File: config.mk
export PLATFORM = sky130hd
export DESIGN_NAME = dma_top
export DESIGN_NICKNAME = d
export VERILOG_FILES = /design/src/hdl/dma_pkg.sv /design/src/hdl/dma_csr.sv /design/src/hdl/dma_read_engine.sv /design/src/hdl/dma_write_engine.sv /design/src/hdl/dma_fifo.sv /design/src/hdl/mem_arbiter.sv /design/src/hdl/dma_top.sv
export SDC_FILE = /design/constraint.sdc
export NUM_CORES = 1
export LEC_CHECK = 0
export ABC_CLOCK_PERIOD_IN_PS = 11570
export BUFFER_PORTS_ARGS = -buffer_cell sky130_fd_sc_hd__buf_2
export CAP_MARGIN = 0
export CORE_UTILIZATION = 40
export CTS_BUF_LIST = sky130_fd_sc_hd__clkbuf_4 sky130_fd_sc_hd__clkbuf_8
export DETAILED_ROUTE_END_ITERATION = 10
export SLEW_MARGIN = 20
export SYNTH_ARGS = -nofsm -noshare
export SYNTH_HDL_FRONTEND = slang
export SYNTH_SLANG_ARGS = --single-unit
File: constraint.sdc
create_clock -name clk -period 11.57 [get_ports clk]
set_input_delay 2.314 -clock clk [delete_from_list [all_inputs] [get_ports clk]]
set_output_delay 2.314 -clock clk [all_outputs]
set_load 0.02 [all_outputs]
File: src/hdl/dma_pkg.sv
/* widths, APB register offsets, word typedefs and engine state enums
   shared by the DMA copy blocks */

`default_nettype none

package dma_pkg;

    // memory side widths, addresses count 64-bit words and not bytes
    localparam int addr_w = 32;
    localparam int data_w = 64;
    localparam int len_w = 16;

    // FIFO depth doubles as the read credit limit, keep it a power of two
    localparam int fifo_depth = 8;
    localparam int ptr_w = $clog2(fifo_depth);
    localparam int cnt_w = $clog2(fifo_depth + 1);

    typedef logic [addr_w-1:0] mem_addr_t;
    typedef logic [data_w-1:0] mem_data_t;
    typedef logic [len_w-1:0] xfer_len_t;
    typedef logic [31:0] apb_data_t;
    typedef logic [cnt_w-1:0] fifo_cnt_t;

    // register map, byte offsets on the APB port
    localparam apb_data_t reg_ctrl = 32'h00;
    localparam apb_data_t reg_status = 32'h04;
    localparam apb_data_t reg_src = 32'h08;
    localparam apb_data_t reg_dst = 32'h0C;
    localparam apb_data_t reg_len = 32'h10;
    localparam apb_data_t reg_count = 32'h14;

    typedef enum logic [0:0] {rd_idle, rd_run} rd_state_t;
    typedef enum logic [1:0] {wr_idle, wr_run, wr_done} wr_state_t;

endpackage

`default_nettype wire

File: src/hdl/dma_csr.sv
/* APB register block: source, destination and length registers, start
   control, busy and sticky done status, progress count and error flag */

`timescale 1ns/1ps
`default_nettype none

module dma_csr (
    input  logic               clk,
    input  logic               reset,
    input  dma_pkg::apb_data_t paddr,
    input  logic               psel,
    input  logic               penable,
    input  logic               pwrite,
    input  dma_pkg::apb_data_t pwdata,
    input  logic               done_pulse,
    input  dma_pkg::xfer_len_t words_written,
    output dma_pkg::apb_data_t prdata,
    output logic               pready,
    output logic               pslverr,
    output logic               start,
    output dma_pkg::mem_addr_t src_addr,
    output dma_pkg::mem_addr_t dst_addr,
    output dma_pkg::xfer_len_t xfer_len,
    output logic               irq
);

    logic access;
    logic wr_en;
    logic addr_ok;
    logic ro_hit;
    logic start_req;
    logic start_err;
    logic busy;
    logic done;

    // =========================================================================
    // APB decode
    // =========================================================================

    // no wait states, so every access finishes in its access phase
    assign pready = 1'b1;
    assign access = psel & penable;

    // read mux, an offset that misses every case is reported as unmapped
    always_comb begin
        prdata = '0;
        addr_ok = 1'b1;
        case (paddr)
            dma_pkg::reg_ctrl:   prdata = '0;
            dma_pkg::reg_status: prdata = dma_pkg::apb_data_t'({done, busy});
            dma_pkg::reg_src:    prdata = dma_pkg::apb_data_t'(src_addr);
            dma_pkg::reg_dst:    prdata = dma_pkg::apb_data_t'(dst_addr);
            dma_pkg::reg_len:    prdata = dma_pkg::apb_data_t'(xfer_len);
            dma_pkg::reg_count:  prdata = dma_pkg::apb_data_t'(words_written);
            default:             addr_ok = 1'b0;
        endcase
    end

    // status and count are read only
    assign ro_hit = pwrite &&
                    (paddr == dma_pkg::reg_status || paddr == dma_pkg::reg_count);

    // a start request while a copy runs is flagged and dropped
    assign start_req = pwrite && (paddr == dma_pkg::reg_ctrl) && pwdata[0];
    assign start_err = start_req && busy;

    assign pslverr = access && (!addr_ok || ro_hit || start_err);
    assign wr_en = access && pwrite && !pslverr;

    // =========================================================================
    // registers
    // =========================================================================

    always_ff @(posedge clk) begin
        if (reset) begin
            src_addr <= '0;
            dst_addr <= '0;
            xfer_len <= '0;
            start <= 1'b0;
            busy <= 1'b0;
            done <= 1'b0;
        end else begin
            start <= 1'b0;
            if (wr_en) begin
                case (paddr)
                    dma_pkg::reg_src: src_addr <= dma_pkg::mem_addr_t'(pwdata);
                    dma_pkg::reg_dst: dst_addr <= dma_pkg::mem_addr_t'(pwdata);
                    dma_pkg::reg_len: xfer_len <= dma_pkg::xfer_len_t'(pwdata);
                    default: ;
                endcase
            end
            // start pulses in the cycle after the access phase, and busy
            // rises with it so a status read in that cycle already sees 1
            if (wr_en && start_req) begin
                start <= 1'b1;
                busy <= 1'b1;
                done <= 1'b0;
            end else if (done_pulse) begin
                busy <= 1'b0;
                done <= 1'b1;
            end
        end
    end

    // interrupt is simply the level of the sticky done bit
    assign irq = done;

    // the engines latch their settings on start, a second one mid copy
    // would restart them with half the data still in flight
    a_start_idle: assert property (@(posedge clk) disable iff (reset)
        $rose(start) |-> !$past(busy))
        else $error("start raised while a copy was busy");

endmodule

`default_nettype wire

File: src/hdl/dma_read_engine.sv
/* read engine: walks the source range, issues credit limited reads and
   pushes every read return into the data FIFO */

`timescale 1ns/1ps
`default_nettype none

module dma_read_engine (
    input  logic               clk,
    input  logic               reset,
    input  logic               start,
    input  dma_pkg::mem_addr_t src_addr,
    input  dma_pkg::xfer_len_t xfer_len,
    input  logic               gnt_ready,
    input  logic               mem_rvalid,
    input  dma_pkg::mem_data_t mem_rdata,
    input  dma_pkg::fifo_cnt_t fifo_count,
    output logic               rd_req,
    output dma_pkg::mem_addr_t rd_addr,
    output logic               push,
    output dma_pkg::mem_data_t push_data
);

    dma_pkg::rd_state_t state;
    dma_pkg::mem_addr_t addr_q;
    dma_pkg::xfer_len_t remain;
    dma_pkg::fifo_cnt_t outstanding;
    logic [dma_pkg::cnt_w:0] in_use;
    logic credit_ok;
    logic issue;

    // every read in flight owns a FIFO slot, so returns can always land
    // even while the write engine is stalled on the shared bus
    assign in_use = {1'b0, outstanding} + {1'b0, fifo_count};
    assign credit_ok = in_use < (dma_pkg::cnt_w + 1)'(dma_pkg::fifo_depth);

    // a pending request keeps its credit, since a return moves a slot
    // from outstanding to the FIFO and a pop only frees one
    assign rd_req = (state == dma_pkg::rd_run) && credit_ok;
    assign rd_addr = addr_q;
    assign issue = rd_req && gnt_ready;

    // returns carry no back-pressure and go straight into the FIFO
    assign push = mem_rvalid;
    assign push_data = mem_rdata;

    always_ff @(posedge clk) begin
        if (reset) begin
            state <= dma_pkg::rd_idle;
            addr_q <= '0;
            remain <= '0;
        end else begin
            case (state)
                dma_pkg::rd_idle: begin
                    if (start) begin
                        addr_q <= src_addr;
                        remain <= xfer_len;
                        // a zero length copy reads nothing
                        if (xfer_len != '0) begin
                            state <= dma_pkg::rd_run;
                        end
                    end
                end
                dma_pkg::rd_run: begin
                    if (issue) begin
                        addr_q <= addr_q + 1'b1;
                        remain <= remain - 1'b1;
                        if (remain == dma_pkg::xfer_len_t'(1)) begin
                            state <= dma_pkg::rd_idle;
                        end
                    end
                end
                default: state <= dma_pkg::rd_idle;
            endcase
        end
    end

    // outstanding reads, up on acceptance and down on return
    always_ff @(posedge clk) begin
        if (reset) begin
            outstanding <= '0;
        end else begin
            case ({issue, mem_rvalid})
                2'b10:   outstanding <= outstanding + 1'b1;
                2'b01:   outstanding <= outstanding - 1'b1;
                default: ;
            endcase
        end
    end

    // the credit rule across engine, FIFO and memory
    a_credit: assert property (@(posedge clk) disable iff (reset)
        in_use <= (dma_pkg::cnt_w + 1)'(dma_pkg::fifo_depth))
        else $error("reads in flight plus FIFO words exceed the FIFO depth");

    // the memory must not return data that was never asked for
    a_return: assert property (@(posedge clk) disable iff (reset)
        mem_rvalid |-> outstanding != '0)
        else $error("read return with no read outstanding");

endmodule

`default_nettype wire

File: src/hdl/dma_write_engine.sv
/* write engine: drains FIFO words into destination writes, counts the
   words written and signals the end of the copy */

`timescale 1ns/1ps
`default_nettype none

module dma_write_engine (
    input  logic               clk,
    input  logic               reset,
    input  logic               start,
    input  dma_pkg::mem_addr_t dst_addr,
    input  dma_pkg::xfer_len_t xfer_len,
    input  logic               gnt_ready,
    input  logic               empty,
    input  dma_pkg::mem_data_t pop_data,
    output logic               wr_req,
    output dma_pkg::mem_addr_t wr_addr,
    output dma_pkg::mem_data_t wr_data,
    output logic               pop,
    output logic               done_pulse,
    output dma_pkg::xfer_len_t words_written
);

    dma_pkg::wr_state_t state;
    dma_pkg::mem_addr_t addr_q;
    dma_pkg::xfer_len_t len_q;
    logic accept;

    // the FIFO head is the write data, it stays put until the pop,
    // so a stalled request holds its data without a staging register
    assign wr_req = (state == dma_pkg::wr_run) && !empty;
    assign wr_addr = addr_q;
    assign wr_data = pop_data;
    assign accept = wr_req && gnt_ready;
    assign pop = accept;

    // done lasts the single cycle spent in wr_done
    assign done_pulse = (state == dma_pkg::wr_done);

    always_ff @(posedge clk) begin
        if (reset) begin
            state <= dma_pkg::wr_idle;
            addr_q <= '0;
            len_q <= '0;
            words_written <= '0;
        end else begin
            case (state)
                dma_pkg::wr_idle: begin
                    if (start) begin
                        addr_q <= dst_addr;
                        len_q <= xfer_len;
                        words_written <= '0;
                        // length 0 goes straight to done, one cycle after start
                        state <= (xfer_len == '0) ? dma_pkg::wr_done : dma_pkg::wr_run;
                    end
                end
                dma_pkg::wr_run: begin
                    if (accept) begin
                        addr_q <= addr_q + 1'b1;
                        words_written <= words_written + 1'b1;
                        if (words_written + 1'b1 == len_q) begin
                            state <= dma_pkg::wr_done;
                        end
                    end
                end
                dma_pkg::wr_done: state <= dma_pkg::wr_idle;
                default: state <= dma_pkg::wr_idle;
            endcase
        end
    end

endmodule

`default_nettype wire

File: src/hdl/dma_fifo.sv
/* synchronous data FIFO between the read and write engines */

`timescale 1ns/1ps
`default_nettype none

module dma_fifo (
    input  logic               clk,
    input  logic               reset,
    input  logic               push,
    input  dma_pkg::mem_data_t push_data,
    input  logic               pop,
    output dma_pkg::mem_data_t pop_data,
    output logic               empty,
    output dma_pkg::fifo_cnt_t count
);

    dma_pkg::mem_data_t mem [dma_pkg::fifo_depth];
    logic [dma_pkg::ptr_w-1:0] wr_ptr;
    logic [dma_pkg::ptr_w-1:0] rd_ptr;

    // storage, no reset since words are only read below count
    always_ff @(posedge clk) begin
        if (push) begin
            mem[wr_ptr] <= push_data;
        end
    end

    // pointers wrap on their own because the depth is a power of two
    always_ff @(posedge clk) begin
        if (reset) begin
            wr_ptr <= '0;
            rd_ptr <= '0;
            count <= '0;
        end else begin
            if (push) begin
                wr_ptr <= wr_ptr + 1'b1;
            end
            if (pop) begin
                rd_ptr <= rd_ptr + 1'b1;
            end
            case ({push, pop})
                2'b10:   count <= count + 1'b1;
                2'b01:   count <= count - 1'b1;
                default: ;
            endcase
        end
    end

    // head word, valid whenever empty is low
    assign pop_data = mem[rd_ptr];
    assign empty = (count == '0);

    // overflow would mean the read credit rule broke upstream
    a_no_overflow: assert property (@(posedge clk) disable iff (reset)
        push |-> count != (dma_pkg::cnt_w)'(dma_pkg::fifo_depth))
        else $error("push into a full FIFO");

    a_no_underflow: assert property (@(posedge clk) disable iff (reset)
        pop |-> !empty)
        else $error("pop from an empty FIFO");

endmodule

`default_nettype wire

File: src/hdl/mem_arbiter.sv
/* round-robin arbiter sharing the memory request bus between the read
   and write engines, with the grant locked through ready stalls */

`timescale 1ns/1ps
`default_nettype none

module mem_arbiter (
    input  logic               clk,
    input  logic               reset,
    input  logic               rd_req,
    input  dma_pkg::mem_addr_t rd_addr,
    input  logic               wr_req,
    input  dma_pkg::mem_addr_t wr_addr,
    input  dma_pkg::mem_data_t wr_data,
    input  logic               mem_ready,
    output logic               rd_gnt_ready,
    output logic               wr_gnt_ready,
    output logic               mem_req,
    output logic               mem_we,
    output dma_pkg::mem_addr_t mem_addr,
    output dma_pkg::mem_data_t mem_wdata
);

    logic gnt_wr;
    logic prio_wr;
    logic locked;
    logic lock_wr;

    // a stalled request keeps its grant, otherwise the pointer breaks ties
    // and a lone requester wins outright
    always_comb begin
        if (locked) begin
            gnt_wr = lock_wr;
        end else if (rd_req && wr_req) begin
            gnt_wr = prio_wr;
        end else begin
            gnt_wr = wr_req;
        end
    end

    // shared bus, combinational from the engine requests
    assign mem_req = rd_req | wr_req;
    assign mem_we = gnt_wr;
    assign mem_addr = gnt_wr ? wr_addr : rd_addr;
    assign mem_wdata = gnt_wr ? wr_data : '0;

    // acceptance goes back only to the engine that holds the grant
    assign rd_gnt_ready = rd_req && !gnt_wr && mem_ready;
    assign wr_gnt_ready = wr_req && gnt_wr && mem_ready;

    always_ff @(posedge clk) begin
        if (reset) begin
            prio_wr <= 1'b0;
            locked <= 1'b0;
            lock_wr <= 1'b0;
        end else if (mem_req && mem_ready) begin
            // after a transfer the other side gets the next tie
            locked <= 1'b0;
            prio_wr <= !gnt_wr;
        end else if (mem_req) begin
            locked <= 1'b1;
            lock_wr <= gnt_wr;
        end
    end

    // the memory may sample the request on any cycle of a stall
    a_hold: assert property (@(posedge clk) disable iff (reset)
        mem_req && !mem_ready |=>
            mem_req && $stable(mem_addr) && $stable(mem_we) &&
            (!mem_we || $stable(mem_wdata)))
        else $error("memory request changed while stalled");

endmodule

`default_nettype wire

File: src/hdl/dma_top.sv
/* DMA copy top level: register block, read and write engines, data FIFO
   and memory arbiter wired to the APB and memory ports */

`timescale 1ns/1ps
`default_nettype none

module dma_top (
    input  logic               clk,
    input  logic               reset,
    input  dma_pkg::apb_data_t paddr,
    input  logic               psel,
    input  logic               penable,
    input  logic               pwrite,
    input  dma_pkg::apb_data_t pwdata,
    output dma_pkg::apb_data_t prdata,
    output logic               pready,
    output logic               pslverr,
    output logic               mem_req,
    output logic               mem_we,
    output dma_pkg::mem_addr_t mem_addr,
    output dma_pkg::mem_data_t mem_wdata,
    input  logic               mem_ready,
    input  logic               mem_rvalid,
    input  dma_pkg::mem_data_t mem_rdata,
    output logic               irq
);

    // control between the register block and the engines
    logic               start;
    dma_pkg::mem_addr_t src_addr;
    dma_pkg::mem_addr_t dst_addr;
    dma_pkg::xfer_len_t xfer_len;
    logic               done_pulse;
    dma_pkg::xfer_len_t words_written;

    // engine requests into the arbiter
    logic               rd_req;
    dma_pkg::mem_addr_t rd_addr;
    logic               rd_gnt_ready;
    logic               wr_req;
    dma_pkg::mem_addr_t wr_addr;
    dma_pkg::mem_data_t wr_data;
    logic               wr_gnt_ready;

    // data path through the FIFO
    logic               push;
    dma_pkg::mem_data_t push_data;
    logic               pop;
    dma_pkg::mem_data_t pop_data;
    logic               empty;
    dma_pkg::fifo_cnt_t fifo_count;

    dma_csr u_csr (
        .clk(clk), .reset(reset),
        .paddr(paddr), .psel(psel), .penable(penable), .pwrite(pwrite),
        .pwdata(pwdata), .done_pulse(done_pulse), .words_written(words_written),
        .prdata(prdata), .pready(pready), .pslverr(pslverr), .start(start),
        .src_addr(src_addr), .dst_addr(dst_addr), .xfer_len(xfer_len), .irq(irq)
    );

    dma_read_engine u_read (
        .clk(clk), .reset(reset),
        .start(start), .src_addr(src_addr), .xfer_len(xfer_len),
        .gnt_ready(rd_gnt_ready), .mem_rvalid(mem_rvalid), .mem_rdata(mem_rdata),
        .fifo_count(fifo_count), .rd_req(rd_req), .rd_addr(rd_addr),
        .push(push), .push_data(push_data)
    );

    dma_fifo u_fifo (
        .clk(clk), .reset(reset),
        .push(push), .push_data(push_data), .pop(pop),
        .pop_data(pop_data), .empty(empty), .count(fifo_count)
    );

    dma_write_engine u_write (
        .clk(clk), .reset(reset),
        .start(start), .dst_addr(dst_addr), .xfer_len(xfer_len),
        .gnt_ready(wr_gnt_ready), .empty(empty), .pop_data(pop_data),
        .wr_req(wr_req), .wr_addr(wr_addr), .wr_data(wr_data), .pop(pop),
        .done_pulse(done_pulse), .words_written(words_written)
    );

    mem_arbiter u_arb (
        .clk(clk), .reset(reset),
        .rd_req(rd_req), .rd_addr(rd_addr),
        .wr_req(wr_req), .wr_addr(wr_addr), .wr_data(wr_data),
        .mem_ready(mem_ready), .rd_gnt_ready(rd_gnt_ready),
        .wr_gnt_ready(wr_gnt_ready), .mem_req(mem_req), .mem_we(mem_we),
        .mem_addr(mem_addr), .mem_wdata(mem_wdata)
    );

endmodule

`default_nettype wire

==> results.ini <==
[logic_synthesis]
ys_seq_area_share_pct = 62.89
synthCells = 2426
synth_cell_type_count = 77
synthTopCellsByArea = edfxtp_1, dfxtp_1, mux4_2, mux2i_1, nand2_1
synth_edf_count = 512
synth_top_area_share_pct = 48.99
synth_nets = 2577
yosys_warnings = 0
yosys.area.top_type = edfxtp_1
synth_most_common_cell = edfxtp_1
synth.top_cells.by_count = edfxtp_1, nand2_1, nor2_1
syn_avg_cell_area_um2 = 12.94
synthArstFlopShare_pct = 0
synth_area_um2 = 31390
synth_ff_type = edfxtp_1
ys_seq_elements = 730

[worst_setup_path]
start_kind = input pin
critical_path_buf_inv_count = 3
max_stage_delay_ns = 0.42
slowest_stage = nand2_1
critical_path_class = in -> out
end_kind = primary output
cp_common_cell = buf_2
cp_top_family = simple AND/OR/NAND/NOR gates
worstPathMaxFanout = 18
cp_data_required_time_ns = 9.26
worstPathArrival_ns = 4.65
crit_path_cell_trace = buf_2, nor4_1, nand3_1, nor3b_2, nand2_1, buf_4, nor2_1, a221o_1, buf_2

[global_routing]
first_global_vias = 21370
overflow = 0
grtUsageTotal_pct = 21.63
antenna_found_initial = 9
grt_max_degree = 131
grt_pass1_wl_mm = 128.7

[place]
placed_area_um2 = 33660
gp_congestion = 0.9191
place_ws_ns = 4.562
io_buffers = 266
dp_hpwl_mm = 52.22

[routing]
viasPerCell = 5.580
wire_per_inst_um = 22.44
wl_mm = 86.06
vias = 21400
remaining_drc_errors = 0
firstDrtPassIters = 7
drt-initial-drc-count = 1607
postRouteAntennaNets = 0

[sta]
clock_skew_ns = 0.06044
setup_tns_ns = 0
worst_slew_pin_slew_ns = 1.086
fin_crit_sh_pct = 60.19
setup_viol = 0
drv_slew = 0
relSlewSlack_pct = 27.61
hold_viol_final = 0
finalCriticalPeriod_ns = 6.964
setup_slack_ns = 4.606
rsz0062_at_grt = false
fmax_ghz = 0.1436

[cts]
cts_setup_buffers = 0
ctsResizeCount = 0
htreeDepth = 4
cts_buffer_depth = 3
clk_pin_slew_ns = 0.05
hold_buffers = 0
clock_sinks = 730
cts_root_buffer = clkbuf_8
cts_buffers = 131
cts_tree = built
clk_latency_ns = 0.81

[die]
die_h_um = 282.1
fp-row-count = 102
io_pins = 268
die_area_um2 = 79590
core_area_um2 = 77590
initial_core_util_pct = 40.45
die_w_um = 282.1

[finish]
syn2layout_area_growth_pct = 15.85
nNetsFinal = 2842
drive_gt1_share_pct = 25.18
fin_area_um2 = 36360
n_fill_cell = 7026

[power_and_ir_drop]
p_per_area_nw_per_um2 = 150.4
leakagePower_nw = 12.21
ir_drop_v = 0.0001269

[job]
cap_violations = 0

[run_status]
status = finished, final reports clean

[hold_path]
hp-class = reg -> reg

==> cell families after synthesis <==
| group | count (synthesis) | synth area share, % |
|---|---|---|
| mux | 276 | 14.01 |
| flops | 730 | 62.89 |
| buf+inv | 189 | 2.480 |
| fa+ha+maj | 16 | 0.6378 |
| compound gates | 427 | 8.272 |
| simple gates | 759 | 10.91 |
| xor+xnor | 28 | 0.7814 |
| other cells | 1 | 0.01195 |
==> area by class of cell <==
cell class | instances | area, um2 | area share (%)
Timing Repair Buffer | 298 | 1578 | 4.339
Clock inverter | 52 | 441.7 | 1.215
Tap cell | 1040 | 1301 | 3.579
Sequential cell | 730 | 19750 | 54.32
Clock buffer | 182 | 2248 | 6.183
Antenna cell | 3 | 7.507 | 0.02065
Inverter | 23 | 86.33 | 0.2374
Multi-Input combinational cell | 1507 | 10950 | 30.11
==> path summary, 6_finish.rpt <==
path / from / end / slack (ns) / cells after the start
setup reg to reg: u_fifo.count[3] / u_fifo.count[2] / 7.77 / 13
hold / removal: u_write.len_q[10] / u_write.len_q[10] / 0.47 / 2
hold reg to reg: u_write.len_q[10] / u_write.len_q[10] / 0.47 / 2
setup / recovery: paddr[26] / prdata[2] / 4.61 / 9
==> power breakdown <==
group / internal [mW] / leakage (nW) / total (mW) / switching, mW
Clock: 1.35 / 1.42 / 2.47 / 1.12
Combinational: 0.0524 / 4.38 / 0.146 / 0.0932
Sequential: 2.84 / 6.41 / 2.85 / 0.0122
==> placed cells by master (no fill, tap or decap), types with 41 or more instances in the layout <==
cell type / instances
a21oi_1: 188
mux4_2: 128
dfxtp_1: 214
o21ai_0: 86
edfxtp_1: 512
nand2_1: 312
clkbuf_8: 141
mux2i_1: 121
buf_2: 265
nand3_1: 44
clkbuf_4: 41
nor2_1: 214
==> flip-flops by register name, indices dropped and copies added, names as in the netlist, 2 cells and up, named ones only <==
| register | count |
|---|---|
| u_fifo.rd_ptr | 3 |
| u_csr.dst_addr | 32 |
| u_read.rd_addr | 32 |
| u_fifo.count | 4 |
| u_write.len_q | 16 |
| u_csr.xfer_len | 16 |
| u_fifo.mem | 512 |
| u_read.outstanding | 4 |
| u_write.words_written | 16 |
| u_csr.src_addr | 32 |
| u_fifo.wr_ptr | 3 |
| u_read.remain | 16 |
| u_write.wr_addr | 32 |
| u_write.state | 2 |
==> metal layers <==
metal	part of all wire, %	wire (um)	global-route usage, %	vias up
met5	0.098	84	0	-
met4	4.9	4248	11.22	14
met3	6.4	5544	5.427	229
met2	48	41730	35.61	762
met1	40	34450	26.27	10670
li1	-	-	-	9726
==> worst min-delay path, delay by kind of cell (launching register included) <==
family	cells	cell delay [ns]
flops	1	0.31
simple gates	1	0.05
compound gates	1	0.05
==> per-stage QoR <==
stage | total power, mW | hold slack (ns) | utilization [%] | instances
finish | 5.468 | 0.4680 | 46.86 | 3835
global route | 5.667 | 0.4956 | 46.86 | 3835
CTS | 5.534 | 0.4722 | 46.85 | 3832
detailed placement | 3.049 | 0.4647 | 43.39 | 3598
global placement | 3.041 | 0.4558 | 43.39 | 3598
floorplan | 2.976 | 0.4441 | - | 2426
Power figures use the tool's default switching activity.
